## src/elevator_pkg.sv

```systemverilog
package elevator_pkg;

    localparam int FLOOR_BITS = 4;   // 16 floors
    localparam int COUNT_BITS = 4;   // queue depth up to 15

    typedef logic [FLOOR_BITS-1:0] floor_t;
    typedef logic [COUNT_BITS-1:0] count_t;

    // a call as it enters the top level
    typedef struct packed {
        floor_t origin;
        floor_t destination;
    } request_t;

    // comparator results for the entry under the scan address
    typedef struct packed {
        logic in_range;   // scan address below count
        logic fit;        // floor strictly between previous and entry
        logic repeated;   // floor already queued
        logic full;       // fewer than two free slots
    } scan_flags_t;

    // one control step decoded from the FSM state
    typedef struct packed {
        logic load_request;
        logic clear_scan;
        logic load_scan_from_position;
        logic step_scan;
        logic save_position;
        logic select_destination;
        logic insert;
        logic append;
        logic discard;
    } step_t;

endpackage
```

## src/elevator_queue_top.sv

```systemverilog
`timescale 1ns/1ps

module elevator_queue_top #(
    parameter int DEPTH = 8
) (
    input  logic                   clock,
    input  logic                   reset,
    input  logic                   new_request,
    input  elevator_pkg::request_t request,
    input  logic                   serve,
    input  elevator_pkg::floor_t   current_floor,
    input  elevator_pkg::count_t   peek_addr,
    output logic                   busy,
    output elevator_pkg::count_t   stop_count,
    output elevator_pkg::floor_t   head_floor,
    output elevator_pkg::floor_t   peek_floor,
    output logic                   dropped
);

    import elevator_pkg::*;

    step_t       steps;
    scan_flags_t flags;
    count_t      scan_addr;
    count_t      count;
    floor_t      write_floor;
    floor_t      entry;
    floor_t      previous_entry;
    logic        serve_idle;

    assign serve_idle = serve && !busy;   // serve ignored mid-scan
    assign stop_count = count;

    request_control request_control_i (
        .clock       (clock),
        .reset       (reset),
        .new_request (new_request),
        .flags       (flags),
        .steps       (steps),
        .busy        (busy),
        .dropped     (dropped)
    );

    request_datapath #(
        .DEPTH (DEPTH)
    ) request_datapath_i (
        .clock          (clock),
        .reset          (reset),
        .request        (request),
        .current_floor  (current_floor),
        .steps          (steps),
        .entry          (entry),
        .previous_entry (previous_entry),
        .count          (count),
        .scan_addr      (scan_addr),
        .write_floor    (write_floor),
        .flags          (flags)
    );

    stop_queue #(
        .DEPTH (DEPTH)
    ) stop_queue_i (
        .clock          (clock),
        .reset          (reset),
        .steps          (steps),
        .scan_addr      (scan_addr),
        .peek_addr      (peek_addr),
        .write_floor    (write_floor),
        .serve          (serve_idle),
        .entry          (entry),
        .previous_entry (previous_entry),
        .head_floor     (head_floor),
        .peek_floor     (peek_floor),
        .count          (count)
    );

endmodule

```

## src/stop_queue.sv

```systemverilog
`timescale 1ns/1ps

module stop_queue #(
    parameter int DEPTH = 8
) (
    input  logic                 clock,
    input  logic                 reset,
    input  elevator_pkg::step_t  steps,
    input  elevator_pkg::count_t scan_addr,
    input  elevator_pkg::count_t peek_addr,
    input  elevator_pkg::floor_t write_floor,
    input  logic                 serve,
    output elevator_pkg::floor_t entry,
    output elevator_pkg::floor_t previous_entry,
    output elevator_pkg::floor_t head_floor,
    output elevator_pkg::floor_t peek_floor,
    output elevator_pkg::count_t count
);

    import elevator_pkg::*;

    floor_t stops      [DEPTH];
    floor_t next_stops [DEPTH];
    count_t count_q;
    logic   pop;

    // unused slots read as zero
    function automatic floor_t read_stop(input count_t addr);
        floor_t value;
        value = '0;
        for (int i = 0; i < DEPTH; i++) begin
            if ((count_t'(i) == addr) && (addr < count_q))
                value = stops[i];
        end
        return value;
    endfunction

    assign pop = serve && (count_q != '0);

    always_comb begin
        next_stops = stops;
        if (steps.insert) begin
            for (int i = 1; i < DEPTH; i++) begin
                if (count_t'(i) > scan_addr)
                    next_stops[i] = stops[i - 1];   // make room above the slot
            end
            for (int i = 0; i < DEPTH; i++) begin
                if (count_t'(i) == scan_addr)
                    next_stops[i] = write_floor;
            end
        end else if (steps.append) begin
            for (int i = 0; i < DEPTH; i++) begin
                if (count_t'(i) == count_q)
                    next_stops[i] = write_floor;
            end
        end else if (pop) begin
            for (int i = 0; i < DEPTH - 1; i++)
                next_stops[i] = stops[i + 1];   // head leaves, rest moves down
        end
    end

    always_ff @(posedge clock) begin
        stops <= next_stops;
    end

    always_ff @(posedge clock or posedge reset) begin
        if (reset)
            count_q <= '0;
        else if (steps.insert || steps.append)
            count_q <= count_q + count_t'(1);
        else if (pop)
            count_q <= count_q - count_t'(1);
    end

    always_comb begin
        entry          = read_stop(scan_addr);
        previous_entry = read_stop(scan_addr - count_t'(1));
        head_floor     = read_stop('0);
        peek_floor     = read_stop(peek_addr);
    end

    assign count = count_q;

    // relies on the refusal check in the control unit
    count_bound_a: assert property (@(posedge clock) disable iff (reset)
        count_q <= count_t'(DEPTH))
        else $error("stop count %0d above depth", count_q);

    empty_serve_a: assert property (@(posedge clock) disable iff (reset)
        (serve && (count_q == '0) && !steps.insert && !steps.append) |=> (count_q == '0))
        else $error("serve on an empty queue changed the count");

endmodule

```

## src/request_datapath.sv

```systemverilog
`timescale 1ns/1ps

module request_datapath #(
    parameter int DEPTH = 8
) (
    input  logic                      clock,
    input  logic                      reset,
    input  elevator_pkg::request_t    request,
    input  elevator_pkg::floor_t      current_floor,
    input  elevator_pkg::step_t       steps,
    input  elevator_pkg::floor_t      entry,
    input  elevator_pkg::floor_t      previous_entry,
    input  elevator_pkg::count_t      count,
    output elevator_pkg::count_t      scan_addr,
    output elevator_pkg::floor_t      write_floor,
    output elevator_pkg::scan_flags_t flags
);

    import elevator_pkg::*;

    request_t request_q;
    count_t   scan_q;
    count_t   position_q;
    floor_t   scan_floor;
    floor_t   previous_floor;
    logic     above_previous;
    logic     below_previous;
    logic     same_ends;

    // call registers loaded once per pass
    always_ff @(posedge clock) begin
        if (steps.load_request)
            request_q <= request;
    end

    always_ff @(posedge clock or posedge reset) begin
        if (reset)
            scan_q <= '0;
        else if (steps.clear_scan)
            scan_q <= '0;
        else if (steps.load_scan_from_position)
            scan_q <= position_q;
        else if (steps.step_scan)
            scan_q <= scan_q + count_t'(1);
    end

    // where the origin landed, or the slot that already held it
    always_ff @(posedge clock) begin
        if (steps.save_position || (steps.discard && !steps.select_destination))
            position_q <= scan_q;
    end

    assign scan_floor     = steps.select_destination ? request_q.destination
                                                     : request_q.origin;
    assign previous_floor = (scan_q == '0) ? current_floor : previous_entry;

    // ride-along test in either travel direction
    assign above_previous = (previous_floor < scan_floor) && (scan_floor < entry);
    assign below_previous = (previous_floor > scan_floor) && (scan_floor > entry);
    assign same_ends      = steps.select_destination
                            && (request_q.destination == request_q.origin);

    assign flags.in_range = (scan_q < count);
    assign flags.fit      = flags.in_range && (above_previous || below_previous);
    assign flags.repeated = (flags.in_range && (entry == scan_floor)) || same_ends;
    assign flags.full     = (count > count_t'(DEPTH - 2));   // room for both floors

    assign scan_addr   = scan_q;
    assign write_floor = scan_floor;

    // scan stops at count, and serve only runs while the scan is parked at 0
    scan_in_bounds_a: assert property (@(posedge clock) disable iff (reset)
        scan_q <= count)
        else $error("scan address %0d beyond count %0d", scan_q, count);

endmodule

```

## src/request_control.sv

```systemverilog
`timescale 1ns/1ps

module request_control (
    input  logic                      clock,
    input  logic                      reset,
    input  logic                      new_request,
    input  elevator_pkg::scan_flags_t flags,
    output elevator_pkg::step_t       steps,
    output logic                      busy,
    output logic                      dropped
);

    typedef enum logic [3:0] {
        wait_call           = 4'h0,
        load_call           = 4'h1,
        check_first_origin  = 4'h2,
        check_origin        = 4'h3,
        next_origin         = 4'h4,
        fit_origin          = 4'h5,
        append_origin       = 4'h6,
        append_destination  = 4'h7,
        prepare_destination = 4'h8,
        skip                = 4'h9,
        next_destination    = 4'ha,
        check_destination   = 4'hb,
        fit_destination     = 4'hc,
        discard_origin      = 4'hd,
        discard_destination = 4'he
    } state_t;

    state_t state;
    state_t next_state;

    always_ff @(posedge clock or posedge reset) begin
        if (reset)
            state <= wait_call;
        else
            state <= next_state;
    end

    always_comb begin
        next_state = state;
        case (state)
            wait_call:
                next_state = new_request ? load_call : wait_call;
            load_call:
                next_state = flags.full ? wait_call : check_first_origin;   // refused call
            check_first_origin:
                next_state = flags.in_range ? check_origin : append_origin;  // empty queue
            check_origin: begin
                if (flags.repeated)
                    next_state = discard_origin;
                else if (!flags.in_range)
                    next_state = append_origin;   // ran off the end
                else if (flags.fit)
                    next_state = fit_origin;
                else
                    next_state = next_origin;
            end
            next_origin:
                next_state = check_origin;
            fit_origin,
            append_origin,
            discard_origin:
                next_state = prepare_destination;
            prepare_destination:
                next_state = skip;   // scan restarts one past the origin
            skip:
                next_state = check_destination;
            check_destination: begin
                if (flags.repeated)
                    next_state = discard_destination;
                else if (!flags.in_range)
                    next_state = append_destination;
                else if (flags.fit)
                    next_state = fit_destination;
                else
                    next_state = next_destination;
            end
            next_destination:
                next_state = check_destination;
            fit_destination,
            append_destination,
            discard_destination:
                next_state = wait_call;
            default:
                next_state = wait_call;
        endcase
    end

    // Moore decode of the datapath and queue strobes
    always_comb begin
        steps = '0;
        case (state)
            wait_call: begin
                steps.clear_scan = 1'b1;   // scan parked at 0 while idle
            end
            load_call: begin
                steps.load_request = 1'b1;
                steps.clear_scan   = 1'b1;
            end
            next_origin: begin
                steps.step_scan = 1'b1;
            end
            fit_origin: begin
                steps.insert        = 1'b1;
                steps.save_position = 1'b1;
            end
            append_origin: begin
                steps.append        = 1'b1;
                steps.save_position = 1'b1;
            end
            discard_origin: begin
                steps.discard = 1'b1;   // datapath keeps the matched slot
            end
            prepare_destination: begin
                steps.load_scan_from_position = 1'b1;
                steps.select_destination      = 1'b1;
            end
            skip,
            next_destination: begin
                steps.step_scan          = 1'b1;
                steps.select_destination = 1'b1;
            end
            check_destination: begin
                steps.select_destination = 1'b1;
            end
            fit_destination: begin
                steps.insert             = 1'b1;
                steps.select_destination = 1'b1;
            end
            append_destination: begin
                steps.append             = 1'b1;
                steps.select_destination = 1'b1;
            end
            discard_destination: begin
                steps.discard            = 1'b1;
                steps.select_destination = 1'b1;
            end
            default: begin
                steps = '0;
            end
        endcase
    end

    assign busy    = (state != wait_call);
    assign dropped = (state == load_call) && flags.full;   // one-cycle refusal pulse

    // the queue takes one write per cycle
    insert_append_exclusive_a: assert property (@(posedge clock) disable iff (reset)
        !(steps.insert && steps.append))
        else $error("insert and append raised together");

    busy_after_reset_a: assert property (@(posedge clock)
        $past(reset) |-> !busy)
        else $error("busy high one cycle after reset");

    // request registers must capture the call that started this pass
    load_follows_request_a: assert property (@(posedge clock) disable iff (reset)
        steps.load_request |-> $past(new_request))
        else $error("load_request without a preceding new_request");

endmodule

```

## config.mk

```make
export PLATFORM = sky130hd
export DESIGN_NAME = elevator_queue_top
export DESIGN_NICKNAME = d
export VERILOG_FILES = /design/src/elevator_pkg.sv /design/src/elevator_queue_top.sv /design/src/stop_queue.sv /design/src/request_datapath.sv /design/src/request_control.sv
export SDC_FILE = /design/constraint.sdc
export NUM_CORES = 1
export LEC_CHECK = 0
export BUFFER_PORTS_ARGS = -buffer_cell sky130_fd_sc_hd__buf_4
export CAP_MARGIN = 30
export CELL_PAD_IN_SITES_DETAIL_PLACEMENT = 1
export CELL_PAD_IN_SITES_GLOBAL_PLACEMENT = 1
export CORE_ASPECT_RATIO = 1.2
export CORE_MARGIN = 3
export CORE_UTILIZATION = 48
export DETAILED_ROUTE_END_ITERATION = 8
export PLACE_DENSITY = 0.88
export SLEW_MARGIN = 20
export SYNTH_ARGS = -nofsm -noshare
export SYNTH_HDL_FRONTEND = slang
export SYNTH_HIERARCHICAL = 1
export SYNTH_SLANG_ARGS = --single-unit
```

## constraint.sdc

```tcl
create_clock -name clock -period 4.8 [get_ports clock]
set_clock_uncertainty 0.05 [all_clocks]
set_input_delay 0.24 -clock clock [delete_from_list [all_inputs] [get_ports clock]]
set_output_delay 0.24 -clock clock [all_outputs]
set_load 0.01 [all_outputs]
```

==> report_table.html <==
<table>
<tr><th>Metric</th><th>Value</th></tr>
<tr><th colspan="2">Worst hold path</th></tr>
<tr><td>Hold wc startpoint</td><td>request[3]</td></tr>
<tr><td>Number of stages on the worst hold path</td><td>1</td></tr>
<tr><td>Endpoint of the worst hold path</td><td>request_datapath_i/request_q[3]</td></tr>
<tr><td>Worst hold path class</td><td>in -&gt; reg</td></tr>
<tr><th colspan="2">Timing</th></tr>
<tr><td>Fin. Hold Viols</td><td>0</td></tr>
<tr><td>Least setup slack across all paths after layout</td><td>approximately 260 ps</td></tr>
<tr><td>Unrepaired setup endpoints after global routing</td><td>false</td></tr>
<tr><td>Shortest clock period the worst path allows after layout</td><td>4540 ps</td></tr>
<tr><td>Final-layout worst hold slack</td><td>62.5 ps</td></tr>
<tr><td>Pin slew with the least headroom to its limit</td><td>917 ps</td></tr>
<tr><td>Max-slew violations</td><td>0</td></tr>
<tr><td>Number of setup violations in the final report</td><td>0</td></tr>
<tr><td>Peak Freq</td><td>0.220 GHz</td></tr>
<tr><td>Final sum of negative setup slack</td><td>0 ps</td></tr>
<tr><td>Headroom to the max-slew limit</td><td>0.382</td></tr>
<tr><td>Final clock period utilization by the worst path</td><td>0.947</td></tr>
<tr><th colspan="2">Critical path</th></tr>
<tr><td>Cells along the critical path</td><td>inv_1 &gt; ha_4 &gt; nor2b_1 &gt; nand2b_1 &gt; ha_1 &gt; or3_4 &gt; o22ai_4 &gt; o311ai_1 &gt; or3_1 &gt; a32oi_1 &gt; mux2_2 &gt; ha_1 &gt; a21oi_1 &gt; o21ai_1 &gt; and3_1 &gt; a31o_1 &gt; and3b_1 &gt; o32ai_1 &gt; a311o_1</td></tr>
<tr><td>CP arrival</td><td>4730 ps</td></tr>
<tr><td>Crit. End Element</td><td>register</td></tr>
<tr><td>Worst Reg-to-Reg Cells</td><td>19</td></tr>
<tr><td>Capture point of the worst reg-to-reg path</td><td>request_control_i/state[1]</td></tr>
<tr><td>Critical Setup Path Class</td><td>reg -&gt; reg</td></tr>
<tr><td>Crit path largest cell delay</td><td>480 ps</td></tr>
<tr><td>Worst reg2reg startpoint</td><td>request_datapath_i/scan_addr[0]</td></tr>
<tr><td>Logic depth of the worst setup path including buffers</td><td>19</td></tr>
<tr><td>Largest delay contributor family on the critical path</td><td>compound AO/OA/AOI/OAI gates</td></tr>
<tr><td>Maximum fanout along the worst path</td><td>11</td></tr>
<tr><td>Buf/Inv on CP</td><td>1</td></tr>
<tr><td>Cell type with the highest occurrence count on the critical path</td><td>sky130_fd_sc_hd__ha_1</td></tr>
<tr><td>Reg-to-reg slack, setup</td><td>260 ps</td></tr>
<tr><td>Critical path launch point type</td><td>register</td></tr>
<tr><td>Required time of the critical path</td><td>roughly 5000 ps</td></tr>
<tr><td>Slowest cell on the critical path</td><td>sky130_fd_sc_hd__dfrtp_2</td></tr>
<tr><th colspan="2">Synth</th></tr>
<tr><td>Synthesized-area fraction occupied by ao, oa, aoi and oai cells</td><td>0.229</td></tr>
<tr><td>Number of register bits inferred by synthesis</td><td>56</td></tr>
<tr><td>Prevailing post-synth register cell</td><td>sky130_fd_sc_hd__edfxtp_1</td></tr>
<tr><td>Simple-gate area share of the yosys netlist</td><td>0.191</td></tr>
<tr><td>Number of instances in the synthesized netlist</td><td>589</td></tr>
<tr><td>Share of cell area taken by muxes after synthesis</td><td>0.107</td></tr>
<tr><td>Combinational family with the most area after synthesis</td><td>compound AO/OA/AOI/OAI gates</td></tr>
<tr><td>Post-synth ARST share</td><td>0.214</td></tr>
<tr><td>Proportion of synthesized chip area in sequential cells</td><td>0.315</td></tr>
<tr><td>Area share of the largest cell type after synthesis</td><td>0.257</td></tr>
<tr><td>Share of synthesized cell area in full adder, half adder and majority cells</td><td>0.0827</td></tr>
<tr><td>Synth Cell Area</td><td>around 0.0051 mm^2</td></tr>
<tr><td>YS warnings</td><td>6</td></tr>
<tr><td>Number of enable-type register cells in the synthesized netlist</td><td>44</td></tr>
<tr><td>Leading cell types by total area after synthesis</td><td>sky130_fd_sc_hd__edfxtp_1, sky130_fd_sc_hd__ha_1, sky130_fd_sc_hd__mux2_2</td></tr>
<tr><td>XOR/XNOR share of the synthesized area</td><td>0.0221</td></tr>
<tr><td>Area leader, netlist</td><td>sky130_fd_sc_hd__edfxtp_1</td></tr>
<tr><td>Yosys cell types</td><td>75</td></tr>
<tr><td>Syn_nets</td><td>643</td></tr>
<tr><td>Average footprint of a synthesized cell</td><td>8.73 um^2</td></tr>
<tr><th colspan="2">Place</th></tr>
<tr><td>Half-perimeter wire length of the detailed placement result</td><td>12.9 mm</td></tr>
<tr><td>Area after detailed placement</td><td>0.00547 mm^2</td></tr>
<tr><td>Weighted congestion at the end of routability-driven global placement</td><td>1.01</td></tr>
<tr><td>Number of port buffers</td><td>33</td></tr>
<tr><td>Placed cell count</td><td>727</td></tr>
<tr><td>Post-place setup slack</td><td>286 ps</td></tr>
<tr><th colspan="2">Routing</th></tr>
<tr><td>Iteration-0 DRC Markers</td><td>323</td></tr>
<tr><td>Vias per cell</td><td>6.58</td></tr>
<tr><td>Vias after detailed routing</td><td>4865</td></tr>
<tr><td>Wire length per cell after detailed routing</td><td>23.9 um</td></tr>
<tr><td>Drt first pass iters</td><td>5</td></tr>
<tr><td>Aggregate routed wire length</td><td>17.6 mm</td></tr>
<tr><td>Antenna violation net count after detailed routing</td><td>0</td></tr>
<tr><td>Total DRC errors in the routed layout</td><td>0</td></tr>
<tr><th colspan="2">CTS</th></tr>
<tr><td>Clock tree from TritonCTS</td><td>done</td></tr>
<tr><td>Buffer type at the clock tree root</td><td>sky130_fd_sc_hd__clkbuf_16</td></tr>
<tr><td>Total clock sinks</td><td>56</td></tr>
<tr><td>H-tree depth</td><td>2</td></tr>
<tr><td>Clk pin slew, worst setup/hold paths</td><td>70 ps</td></tr>
<tr><td>Longest Clk Path Bufs</td><td>2</td></tr>
<tr><td>Number of clock buffers inserted by TritonCTS</td><td>5</td></tr>
<tr><td>Insertion delay to the later sink of the worst-skew pair</td><td>~300 ps</td></tr>
<tr><td>Post-CTS repair timing setup buffer count</td><td>0</td></tr>
<tr><th colspan="2">GRT</th></tr>
<tr><td>Largest net degree at the start of global routing</td><td>between 60 and 70</td></tr>
<tr><td>Wire length of the first global-routing pass</td><td>27.4 mm</td></tr>
<tr><td>Via count of the first global-routing pass</td><td>5097</td></tr>
<tr><td>GRT Residual Overflow</td><td>0</td></tr>
<tr><td>Total global routing track utilization</td><td>0.297</td></tr>
<tr><td>Number of antenna violations at the first check in global routing</td><td>0</td></tr>
<tr><th colspan="2">Die</th></tr>
<tr><td>Std cell rows</td><td>40</td></tr>
<tr><td>Horizontal extent of the die</td><td>100 um</td></tr>
<tr><td>CORE AREA</td><td>0.0102 mm^2</td></tr>
<tr><td>Floorplan die height</td><td>119 um</td></tr>
<tr><td>Floorplan die area</td><td>0.0120 mm^2</td></tr>
<tr><td>Ports</td><td>34</td></tr>
<tr><td>Initial cell density of the core</td><td>0.504</td></tr>
<tr><th colspan="2">Power</th></tr>
<tr><td>Pleak</td><td>approximately 2.2 nW</td></tr>
<tr><td>Design Power</td><td>4.21 mW</td></tr>
<tr><td>Power density over cell area</td><td>742 mW/mm^2</td></tr>
<tr><td>Peak ir drop on the vdd network</td><td>0.000405 V</td></tr>
<tr><th colspan="2">Cells and area</th></tr>
<tr><td>Post-route insts no fill</td><td>739</td></tr>
<tr><td># diodes</td><td>0</td></tr>
<tr><td>Number of fillers in the final layout</td><td>~1300</td></tr>
<tr><td>Final core utilization</td><td>0.555</td></tr>
<tr><td>Share of layout cells above drive strength 1</td><td>0.178</td></tr>
<tr><td>Final Instance Area</td><td>0.00567 mm^2</td></tr>
<tr><td>Area overhead of the layout relative to synthesis</td><td>10.3%</td></tr>
<tr><td># nets final</td><td>666</td></tr>
<tr><th colspan="2">Flow run</th></tr>
<tr><td># Max-Cap Violations</td><td>0</td></tr>
<tr><th colspan="2">Outcome</th></tr>
<tr><td>Status</td><td>completed</td></tr>
</table>
[repair_timing]
action                                  CTS  global route
endpoints found under the hold margin    12             0
endpoints found under the setup margin    0             3
hold buffers                              1             0
resized for setup                         0             4
[per-layer routing]
layer | wire (um) | share of wire | global-route usage
met5 | 0 | 0 | 0
met4 | 1080 | 0.061 | 0.172
met3 | 1140 | 0.064 | 0.0469
met2 | 8880 | 0.50 | 0.507
met1 | 6550 | 0.37 | 0.347
[layout make-up]
| type | instances | area (um^2) | area share |
|---|---|---|---|
| clock buffer | 6 | 129 | 0.0227 |
| timing repair buffer | 45 | 348 | 0.0614 |
| clock inverter | 2 | 11.3 | 0.00199 |
| tap | 126 | 158 | 0.0278 |
| inverter | 36 | 135 | 0.0238 |
| multi-input combinational | 468 | 3260 | 0.576 |
| sequential | 56 | 1620 | 0.286 |
[report_power, final]
part / switching, mW / total (mW) / internal, mW
combinational: 1.65 / 2.81 / 1.16
clock: 0.180 / 0.373 / 0.193
sequential: 0.274 / 1.02 / 0.750
[cells in the mapped netlist (all sizes together), types with 3 or more instances]
cell type / instances
nor2b: 16
o221ai: 4
mux2i: 10
and2: 4
buf: 15
o32ai: 5
and3: 4
nand2b: 14
dfrtp: 12
ha: 34
a22oi: 6
nor4bb: 3
mux4: 4
a211oi: 3
o21a: 3
o22ai: 11
xor2: 4
nand3: 9
nor3b: 3
a31oi: 3
o21ai: 73
a21boi: 3
a2bb2oi: 3
o211ai: 3
nor3: 11
inv: 36
mux2: 32
nand2: 73
edfxtp: 44
a221oi: 3
a21oi: 35
nand4: 3
or3: 4
clkbuf: 14
xnor2: 9
nor2: 38
o2bb2ai: 3
[worst register-to-register path, stage by stage, from the launching register on]
cell and delay [ps]:
sky130_fd_sc_hd__dfrtp_2 480, sky130_fd_sc_hd__inv_1 190, sky130_fd_sc_hd__ha_4 200, sky130_fd_sc_hd__nor2b_1 70, sky130_fd_sc_hd__nand2b_1 150, sky130_fd_sc_hd__ha_1 220, sky130_fd_sc_hd__or3_4 400, sky130_fd_sc_hd__o22ai_4 200
sky130_fd_sc_hd__o311ai_1 170, sky130_fd_sc_hd__or3_1 410, sky130_fd_sc_hd__a32oi_1 150, sky130_fd_sc_hd__mux2_2 170, sky130_fd_sc_hd__ha_1 250, sky130_fd_sc_hd__a21oi_1 230, sky130_fd_sc_hd__o21ai_1 140, sky130_fd_sc_hd__and3_1 200
sky130_fd_sc_hd__a31o_1 250, sky130_fd_sc_hd__and3b_1 180, sky130_fd_sc_hd__o32ai_1 220, sky130_fd_sc_hd__a311o_1 150
[cells by family after synthesis]
logic type                 Yosys count
AOI/OAI and AO/OA                  182
xor gates and xnor gates            13
adders and majority gates           34
buffers and inverters               65
DFF                                 56
muxes                               46
and+or+nand+nor                    193
[how the worst max path moves through the flow]
stage          slack (ps)                            start                    endpoint
3_3_place_gp          500  request_datapath_i/scan_addr[0]  request_control_i/state[1]
6_report              260  request_datapath_i/scan_addr[0]  request_control_i/state[1]
2_1_floorplan         630  request_datapath_i/scan_addr[0]  request_control_i/state[1]
3_5_place_dp          290  request_datapath_i/scan_addr[0]  request_control_i/state[1]
4_1_cts               190  request_datapath_i/scan_addr[0]  request_control_i/state[1]
5_1_grt                30  request_datapath_i/scan_addr[0]  request_control_i/state[1]
[flip-flops by register name, summed over array words and instances, names as in the netlist]
register,cells
stop_queue_i/stops,32
request_control_i/state,4
request_datapath_i/scan_addr,4
stop_queue_i/count,4
request_datapath_i/position_q,4
request_datapath_i/request_q,8
[layout by cell type (no fill, tap or decap), types with 5 or more instances in the layout]
cell                        count
sky130_fd_sc_hd__o32ai_1        5
sky130_fd_sc_hd__a21oi_1       35
sky130_fd_sc_hd__nand3_1        9
sky130_fd_sc_hd__clkbuf_16      5
sky130_fd_sc_hd__o22ai_1       10
sky130_fd_sc_hd__edfxtp_1      44
sky130_fd_sc_hd__buf_4         41
sky130_fd_sc_hd__nand2_1       73
sky130_fd_sc_hd__o21ai_0       71
sky130_fd_sc_hd__mux2i_1       10
sky130_fd_sc_hd__nor2b_1       15
sky130_fd_sc_hd__nand2b_1      13
sky130_fd_sc_hd__inv_1         36
sky130_fd_sc_hd__ha_1          33
sky130_fd_sc_hd__dfrtp_1       10
sky130_fd_sc_hd__nor3_1         9
sky130_fd_sc_hd__nor2_1        37
sky130_fd_sc_hd__mux2_2        32
sky130_fd_sc_hd__a22oi_1        6
sky130_fd_sc_hd__xnor2_1        9
Note: power is estimated with default switching activity, not from simulation.
